[config.mk]
export PLATFORM = sky130hd
export DESIGN_NAME = cmd_bus_slave
export DESIGN_NICKNAME = d
export VERILOG_FILES = /design/src/hw/bus_pkg.sv /design/src/hw/cmd_pkg.sv /design/src/hw/cmd_bus_slave.sv
export SDC_FILE = /design/constraint.sdc
export NUM_CORES = 1
export LEC_CHECK = 0
export BUFFER_PORTS_ARGS = -buffer_cell sky130_fd_sc_hd__clkbuf_2
export CAP_MARGIN = 20
export CORE_ASPECT_RATIO = 0.9
export CORE_MARGIN = 2
export CORE_UTILIZATION = 28
export CTS_CLUSTER_DIAMETER = 150
export DETAILED_ROUTE_END_ITERATION = 8
export GPL_TIMING_DRIVEN = 0
export PLACE_DENSITY = 0.78
export SLEW_MARGIN = 20
export SYNTH_ARGS = -nofsm -noshare
export SYNTH_HDL_FRONTEND = slang
export SYNTH_SLANG_ARGS = --single-unit
[constraint.sdc]
create_clock -name clk -period 2.3 [get_ports clk]
set_input_delay 0 -clock clk [delete_from_list [all_inputs] [get_ports clk]]
set_output_delay 0 -clock clk [all_outputs]
set_load 0.02 [all_outputs]
[src/hw/bus_pkg.sv]
// Register bus structs, address map, status word layout and executor credit sizing
package bus_pkg;

    typedef logic [9:0]  bus_addr_t;           // Word address
    typedef logic [31:0] bus_data_t;           // Bus word
    typedef logic [2:0]  credit_t;             // Executor credit counter

    typedef struct packed {
        logic      valid;                      // Transfer requested
        logic      write;                      // 1 write, 0 read
        bus_addr_t addr;
        bus_data_t wdata;
    } bus_req_t;

    typedef struct packed {
        logic      rvalid;                     // Read data valid
        bus_data_t rdata;
    } bus_rsp_t;

    // ------------------------------------------------------------
    // Address map
    localparam bus_addr_t PUSH_ADDR   = 10'h000; // Command word push
    localparam bus_addr_t CTRL_ADDR   = 10'h001; // Control pulses
    localparam bus_addr_t STATUS_ADDR = 10'h002; // Read-only status
    localparam bus_addr_t DBG_BASE    = 10'h100; // 2 words per slot

    localparam int CTRL_COMMIT  = 0;           // Close the list
    localparam int CTRL_START   = 1;           // Run the sequencer
    localparam int CTRL_CLR_ERR = 2;           // Drop the error flag

    typedef struct packed {
        logic [20:0] rsvd;                     // Reads as zero
        logic        error;                    // Bit 10
        logic        busy;                     // Bit 9
        logic        committed;                // Bit 8
        logic [7:0]  count;                    // Bits 7..0
    } status_t;

    localparam credit_t EXEC_CREDITS = 3'd4;   // Credits held after reset

endpackage

[src/hw/cmd_pkg.sv]
// Command format, opcodes, memory sizing and memory-port structs shared by the buffer RTL
package cmd_pkg;

    localparam int CMD_DEPTH = 128;            // Command slots in the store

    typedef logic [6:0] cmd_idx_t;             // Slot index
    typedef logic [7:0] cmd_cnt_t;             // Command count, 0 to CMD_DEPTH

    typedef enum logic [1:0] {
        OP_WRITE = 2'd0,                       // Plain write, legal list terminator
        OP_RWM   = 2'd1,                       // Read-modify-write
        OP_RSVD2 = 2'd2,                       // Reserved, rejected by loader
        OP_RSVD3 = 2'd3                        // Reserved, rejected by loader
    } cmd_op_e;

    // 64-bit command, second bus word on top and data word in the middle
    typedef struct packed {
        logic [29:0] target_addr;              // Bits 63..34
        logic [31:0] data;                     // Bits 33..2
        cmd_op_e     op;                       // Bits 1..0
    } cmd_t;

    typedef struct packed {
        logic     valid;                       // Request present
        logic     write;                       // 1 write, 0 read
        cmd_idx_t idx;                         // Slot
        cmd_t     wdata;                       // Write payload
    } mem_req_t;

    typedef struct packed {
        logic rvalid;                          // Read data valid
        cmd_t rdata;                           // Read payload
    } mem_rsp_t;

endpackage

[src/hw/cmd_bus_slave.sv]
// Register bus front end that decodes transfers into peer pulses and returns read responses
module cmd_bus_slave (
    input  logic              clk,
    input  logic              rst_n,
    input  bus_pkg::bus_req_t bus_req,
    output logic              bus_ready,
    output bus_pkg::bus_rsp_t bus_rsp,
    output logic              push,
    output bus_pkg::bus_data_t push_word,
    input  logic              push_ready,
    output logic              commit,
    output logic              clear_err,
    output logic              start,
    output logic              dbg_req,
    output cmd_pkg::cmd_idx_t dbg_idx,
    output logic              dbg_half,
    input  logic              dbg_done,
    input  bus_pkg::bus_data_t dbg_data,
    input  cmd_pkg::cmd_cnt_t count,
    input  logic              committed,
    input  logic              error,
    input  logic              busy
);
    import bus_pkg::*;

    typedef enum logic [1:0] {IDLE, STATUS_RD, DBG_WAIT} state_e;

    state_e    state;
    bus_data_t rd_q;                           // Registered non-debug read word
    status_t   status;
    logic      wr_acc;
    logic      rd_acc;
    logic      is_dbg;
    logic      ctrl_wr;

    // Writes wait on a pending store and reads wait for their response
    assign bus_ready = (state == IDLE) && (push_ready || !bus_req.write);
    assign wr_acc    = bus_req.valid && bus_ready && bus_req.write;
    assign rd_acc    = bus_req.valid && bus_ready && !bus_req.write;
    assign is_dbg    = bus_req.addr[9:8] == DBG_BASE[9:8];
    assign ctrl_wr   = wr_acc && (bus_req.addr == CTRL_ADDR);

    assign push      = wr_acc && (bus_req.addr == PUSH_ADDR);
    assign push_word = bus_req.wdata;
    assign commit    = ctrl_wr && bus_req.wdata[CTRL_COMMIT];
    assign start     = ctrl_wr && bus_req.wdata[CTRL_START];
    assign clear_err = ctrl_wr && bus_req.wdata[CTRL_CLR_ERR];

    assign dbg_req   = rd_acc && is_dbg;
    assign dbg_idx   = bus_req.addr[7:1];      // Two words per slot
    assign dbg_half  = bus_req.addr[0];        // 1 selects bits 63..32

    assign status = '{rsvd: '0, error: error, busy: busy, committed: committed, count: count};

    assign bus_rsp.rvalid = (state == STATUS_RD) || ((state == DBG_WAIT) && dbg_done);
    assign bus_rsp.rdata  = (state == DBG_WAIT) ? dbg_data : rd_q;

    // ------------------------------------------------------------
    // Outstanding read tracking
    always_ff @(posedge clk or negedge rst_n) begin
        if (!rst_n) begin
            state <= IDLE;
        end else begin
            case (state)
                IDLE:      if (rd_acc) state <= is_dbg ? DBG_WAIT : STATUS_RD;
                STATUS_RD: state <= IDLE;      // Response shown this cycle
                DBG_WAIT:  if (dbg_done) state <= IDLE;
                default:   state <= IDLE;
            endcase
        end
    end

    always_ff @(posedge clk) begin
        if (rd_acc) begin
            rd_q <= (bus_req.addr == STATUS_ADDR) ? status : '0; // Unmapped reads as zero
        end
    end

    // Debug data only comes back for a debug read in flight
    a_no_dbg_done_idle: assert property (@(posedge clk) disable iff (!rst_n)
        (state != DBG_WAIT) |-> !dbg_done);

endmodule

==> results of run 1 <==
[where the power goes]
part | switching [µW] | internal, µW | total [µW]
clock | 77.7 | 119 | 197
sequential | 6.02 | 267 | 273
combinational | 162 | 152 | 313
[cell type report]
class	count	area share [%]
Timing Repair Buffer	142	34.8
Multi-Input combinational cell	67	24.9
Sequential cell	13	18.4
Buffer	46	16.0
Tap cell	48	2.90
Clock buffer	3	2.00
Inverter	4	0.726
Clock inverter	1	0.242
[placed cells by master, fill, tap and decap left out, types with 2 or more instances in the layout]
| cell | n |
|---|---|
| clkbuf_8 | 3 |
| nand2b_1 | 3 |
| clkbuf_2 | 140 |
| dlygate4sd3_1 | 2 |
| dfrtp_1 | 2 |
| a21boi_0 | 2 |
| nor4_1 | 3 |
| and3_1 | 11 |
| nor2b_1 | 2 |
| nand2_1 | 2 |
| clkbuf_1 | 4 |
| mux2_2 | 11 |
| inv_1 | 4 |
| edfxtp_1 | 11 |
| and2_1 | 21 |
| buf_4 | 40 |
[worst max-delay path, cell delays in order (launching register included)]
cell and delay, ps:
dfrtp_1 430, nor2b_1 170, clkbuf_1 280, buf_2 300, mux2_2 370, clkbuf_2 160
[how the worst max path moves through the flow]
stage / start / end / slack [ps] / depth (start not counted)
final: state[1] / bus_rsp[6] / 360 / 5
after global routing: state[1] / bus_rsp[6] / 190 / 5
after CTS: state[1] / bus_rsp[6] / 290 / 5
after detailed placement: state[1] / bus_rsp[6] / 560 / 5
after global placement: state[1] / dbg_req / 330 / 3
after floorplan: state[1] / state[1] / 500 / 3
[kinds of logic after synthesis]
| group | synth area share (%) |
|---|---|
| simple gates | 28.4 |
| buf+inv | 28.3 |
| flops | 31.0 |
| mux | 10.1 |
| compound gates | 2.24 |
[sequential cells by signal, indices dropped and copies added (netlist names)]
register,cells
rd_q,11
state,2
[stage by stage]
stage | worst slack [ps] | utilization (%)
final | 356 | 50.1
after CTS | 289 | 50.1
after global placement | 329 | 48.3
after floorplan | 497 | -
after global routing | 185 | 50.1
after detailed placement | 560 | 48.5
[routing by layer]
layer  global-route usage [%]  wire [µm]  part of all wire (%)  vias to the layer above
met5                        0          0                     0                        -
met4                     3.64         27                  0.76                        0
met3                     1.51        272                   7.6                        2
met2                     24.3       1990                    56                       65
met1                     15.0       1280                    36                      611
li1                         -          -                     -                      691
==> impl_metrics.csv, run 1 <==
group,metric,value,unit
status,outcome,"finished clean",
logic_synthesis,synth-main-ff-cell,"edfxtp_1",
cells_and_area,multi_input_area,514,µm²
logic_synthesis,ys_ff_latch,13,
cells_and_area,seq_area,380,µm²
global_routing,antenna_found_initial,0,
setup_path,cp.arrival,1940,ps
logic_synthesis,seq_area_frac_synth,31.0,%
sta,fin_crit_sh,84.5,%
logic_synthesis,syn_area_per_cell,9.43,µm²
logic_synthesis,synth_most_common_cell,"buf_4",
min_path,hold_end,"state[1]",
routing,wl,3570,µm
routing,post_drt_wl_per_cell,11.0,µm
setup_path,critPathLaunchType,"register",
die,fp-row-count,22,
placed_design,port_buffers,140,
logic_synthesis,synthTopCellsByArea,"edfxtp_1 (27%), buf_4 (24%), and2_1 (11%), mux2_2 (10%), and3_1 (5.6%)",
min_path,min_path_cells,3,
power,cellPowerDensity,378,mW/mm²
logic_synthesis,synth.distinct_cells,27,
setup_path,ff2ff_path_depth,3,
run,maxCapViolCount,0,
setup_path,crit_type,"register to primary output",
routing,drtIter0Drc,19,
placed_design,dpl.cell_count,318,
logic_synthesis,synth-edff-count,11,
cells_and_area,finalNetCount,368,
clock_tree,cts_inserted_buffers,3,
sta,post-route-min-period,1940,ps
power,p_leak,0.00121,µW
sta,setup_viol,0,
sta,fmax,0.514,GHz
logic_synthesis,yosys_warnings,0,
sta,tns,0,ps
power,ir_drop,0.000129,V
setup_path,cp_max_fo,10,
setup_path,setup.worst_path.end_class,"primary output",
clock_tree,cts_buffer_depth,2,
sta,hold_viol_final,0,
clock_tree,cts.sinks,13,
logic_synthesis,synth_cells,130,
routing,ant_nets,0,
logic_synthesis,ys_top_cells_by_count,"buf_4 (40), and2_1 (21), and3_1 (11), edfxtp_1 (11), mux2_2 (11)",
cells_and_area,syn2layout_area_growth,68.7,%
global_routing,grt_max_degree,14,
sta,hold-worst-slack,29.8,ps
clock_tree,tritoncts,"yes",
sta,skew,4.33,ps
clock_tree,ctsResizeCount,0,
global_routing,grt_overflow,0,
sta,rsz0062_at_grt,"no",
logic_synthesis,synth_top_area_cell,"edfxtp_1",
die,die_h,66.8,µm
power,power,783,µW
placed_design,dp_hpwl,3210,µm
routing,vias_per_cell,4.23,
sta,worst-slew-pin-transition,771,ps
logic_synthesis,synth.top_cell.area_share,26.9,%
die,fp.dieArea,0.00493,mm²
routing,drc,0,
die,fp.dieW,73.8,µm
logic_synthesis,synth_area,0.00123,mm²
sta,maxSlewHeadroom,48.4,%
placed_design,placed_area,0.00200,mm²
cells_and_area,fillCellCount,398,
global_routing,grt_first_pass_wirelength,4890,µm
placed_design,gp_congestion,0.702,
cells_and_area,layoutNonFillerInstCount,324,
setup_path,r2r-start,"state[1]",
global_routing,grtUsageTotal,12.8,%
die,initial_core_util,29.7,%
global_routing,grt_pass1_vias,1061,
logic_synthesis,syn_nets,221,
clock_tree,postCtsSetupRepairBufs,0,
setup_path,crit_required,2300,ps
die,coreArea,0.00413,mm²
clock_tree,clk_latency,240,ps
clock_tree,root_buffer,"clkbuf_8",
cells_and_area,insertedDiodeCount,0,
routing,dr.pass1.iters,4,
sta,drv_slew,0,
min_path,worstHoldStart,"dbg_done",
logic_synthesis,async_reset_ff_share,15.4,%
min_path,hold_path_class,"primary input to register",
clock_tree,htreeDepth,1,
cells_and_area,drive_gt1_share,73.6,%
setup_path,r2r_slack,720,ps
clock_tree,cts.clk_slew.worst_paths,50,ps
setup_path,r2r_end,"state[1]",
cells_and_area,final_cell_area,0.00207,mm²
routing,vias,1369,
die,top_level_ports,170,
clock_tree,ctsHoldBuffers,2,
No activity file was read; power rests on OpenSTA's default activity.
==> run 2, diff against run 1 <==
ABC_AREA = 1   (was unset)
PLACE_DENSITY = 0.72   (was 0.78)
clock period = 2 ns   (was 2.3 ns; I/O delays follow)
==> run 2 against run 1 <==
Setup slack got worse by 150 ps. Sequential share of layout area decreased by 1.1 points. Die area increased by 9.3%. Area after synthesis increased by 9.9%. Sequential power increased by 15%. Final cell count increased by 15%. Highest routed layer unchanged.
==> impl_metrics.csv, run 2 <==
group,metric,value,unit
placed_design,port_buffers,140,
sta,worst-slew-pin-transition,549,ps
cells_and_area,layout_commonest_cell,"clkbuf_2",
sta,post-route-min-period,1790,ps
cells_and_area,insertedDiodeCount,0,
die,fp.dieW,77.1,µm
clock_tree,clk_latency,230,ps
die,top_level_ports,170,
global_routing,grt_first_pass_wirelength,6070,µm
placed_design,gp_congestion,0.750,
setup_path,cpMostUsedCell,"nor2_2",
die,coreArea,0.00455,mm²
status,outcome,"finished clean",
cells_and_area,layout_common_cells,"clkbuf_2 (140), buf_4 (42), inv_1 (35), nor2_1 (30), edfxtp_1 (11)",
logic_synthesis,syn_nets,255,
logic_synthesis,ys_ff_latch,13,
setup_path,crit_required,2000,ps
sta,maxSlewHeadroom,63.3,%
routing,drc,0,
min_path,hold_path_class,"primary input to asynchronous set/reset pin",
logic_synthesis,synthTopCellsByArea,"edfxtp_1 (25%), buf_4 (23%), inv_1 (9.7%), nor3b_2 (9.3%), nor2_1 (8.4%)",
sta,tns,0,ps
setup_path,critPathSlowestCell,"nor2_2",
clock_tree,cts.sinks,13,
routing,dr.pass1.iters,4,
logic_synthesis,async_reset_ff_share,15.4,%
clock_tree,cts_buffer_depth,2,
power,cellPowerDensity,418,mW/mm²
logic_synthesis,ys_top_cells_by_count,"buf_4 (42), inv_1 (35), nor2_1 (30)",
logic_synthesis,synth_cells,164,
setup_path,setup.worst_path.end_class,"primary output",
routing,vias_per_cell,3.87,
global_routing,globalRoute.busiestLayer,"met2",
global_routing,grtUsageMet1,14.3,%
global_routing,use_met3,3.91,%
logic_synthesis,syn_area_per_cell,8.22,µm²
die,initial_core_util,29.6,%
clock_tree,htreeDepth,1,
global_routing,grtUsageTotal,13.5,%
routing,post_drt_wl_per_cell,10.3,µm
logic_synthesis,synth-main-ff-cell,"edfxtp_1",
sta,rsz0062_at_grt,"no",
run,maxCapViolCount,0,
logic_synthesis,synth-edff-count,11,
setup_path,cp.arrival,1790,ps
setup_path,slowest_delay,460,ps
logic_synthesis,synth_area,0.00135,mm²
logic_synthesis,synth_most_common_cell,"buf_4",
cells_and_area,finalNetCount,403,
global_routing,grt_pass1_vias,1398,
global_routing,grt_max_degree,13,
power,p_leak,0.00133,µW
cells_and_area,largestRegisters,"rd_q x11, state x2",
setup_path,path_buf_inv,2,
sta,hold-worst-slack,86.7,ps
logic_synthesis,synth_top_area_cell,"edfxtp_1",
power,ir_drop,0.000299,V
cells_and_area,drive_gt1_share,68.8,%
setup_path,crit_type,"register to primary output",
setup_path,path_cells,"nor2_2 > nand3_1 > nor2_2 > nand2_1 > inv_1 > clkbuf_2",
placed_design,dp_hpwl,3390,µm
global_routing,grt_overflow,0,
clock_tree,cts_inserted_buffers,3,
clock_tree,cts.clk_slew.worst_paths,50,ps
die,fp-row-count,23,
die,fp.dieArea,0.00538,mm²
sta,hold_viol_final,0,
logic_synthesis,synth.top_cell.area_share,24.5,%
clock_tree,tritoncts,"yes",
setup_path,cp_max_fo,12,
die,die_h,69.8,µm
cells_and_area,largest_reg_flops,11,
sta,skew,0.462,ps
sta,drv_slew,0,
cells_and_area,largest-register,"rd_q",
clock_tree,root_buffer,"clkbuf_8",
logic_synthesis,seq_area_frac_synth,28.2,%
logic_synthesis,yosys_warnings,0,
routing,ant_nets,0,
routing,vias,1445,
sta,fin_crit_sh,89.7,%
sta,setup_viol,0,
global_routing,antenna_found_initial,0,
cells_and_area,syn2layout_area_growth,63.3,%
routing,drtIter0Drc,30,
logic_synthesis,synth.distinct_cells,22,
setup_path,cp_top_family,"simple AND/OR/NAND/NOR gates",
setup_path,critPathLaunchType,"register",
sta,fmax,0.558,GHz
global_routing,globalRouteMet2Util,25.7,%
routing,wl,3830,µm
run 2: final timing paths:
| check | from | endpoint | slack [ps] | cells after the start |
|---|---|---|---|---|
| setup / recovery | state[1] | dbg_req | 210 | 6 |
| hold / removal | rst_n | state[1] | 90 | 2 |
| setup reg to reg | state[1] | rd_q[10] | 450 | 3 |
| hold reg to reg | state[0] | state[0] | 660 | 3 |
| max in group asynchronous | rst_n | state[0] | 1820 | 2 |
| min in group clk | bus_req[43] | state[0] | 90 | 3 |
run 2: layer usage:
| layer | routed length [µm] | vias up | part of all wire (%) |
|---|---|---|---|
| li1 | - | 751 | - |
| met1 | 1380 | 610 | 36 |
| met2 | 2020 | 82 | 53 |
| met3 | 405 | 2 | 11 |
| met4 | 27 | 0 | 0.71 |
| met5 | 0 | - | 0 |
run 2: logic make-up after synthesis:
| group | synth area share, % |
|---|---|
| AO/OA/AOI/OAI | 0.742 |
| buffers and inverters | 35.2 |
| flip-flops | 28.2 |
| multiplexers | 10.9 |
| AND/OR/NAND/NOR | 25.0 |
run 2: final cells by class:
cell class / instances / area, µm²
buffer: 45 / 343
timing repair buffer: 143 / 731
tap: 62 / 77.6
multi-input combinational: 71 / 493
inverter: 35 / 131
sequential: 13 / 380
clock buffer: 4 / 45.0
fill: 464 / 2350
run 2: metrics by stage:
stage / util (%) / total power, µW / area [µm²] / worst slack [ps] / instances
2_1_floorplan: - / 558 / 1350 / 605 / 164
3_5_place_dp: 46.8 / 702 / 2130 / 431 / 366
4_1_cts: 48.4 / 933 / 2200 / 170 / 373
5_1_grt: 48.4 / 973 / 2200 / 54.6 / 373
6_report: 48.4 / 920 / 2200 / 207 / 373
3_3_place_gp: 46.8 / 696 / 2130 / 437 / 366
run 2: what timing repair did:
item,4_1_cts,5_1_grt
hold buffers,3,0
setup endpoints to repair,0,0
hold endpoints to repair,4,0
resized for setup,0,0
buffers inserted,0,0
run 2: worst register-to-register path, stage by stage (launching register included):
cell and delay (ps):
dfrtp_1 400, nor2_2 160, nand3_1 160, nor2_2 460
run 2: report_power, final:
part	switching, µW	internal [µW]	total [µW]
combinational	200	185	384
sequential	5.35	308	314
clock	81.8	140	222
total	287	633	920
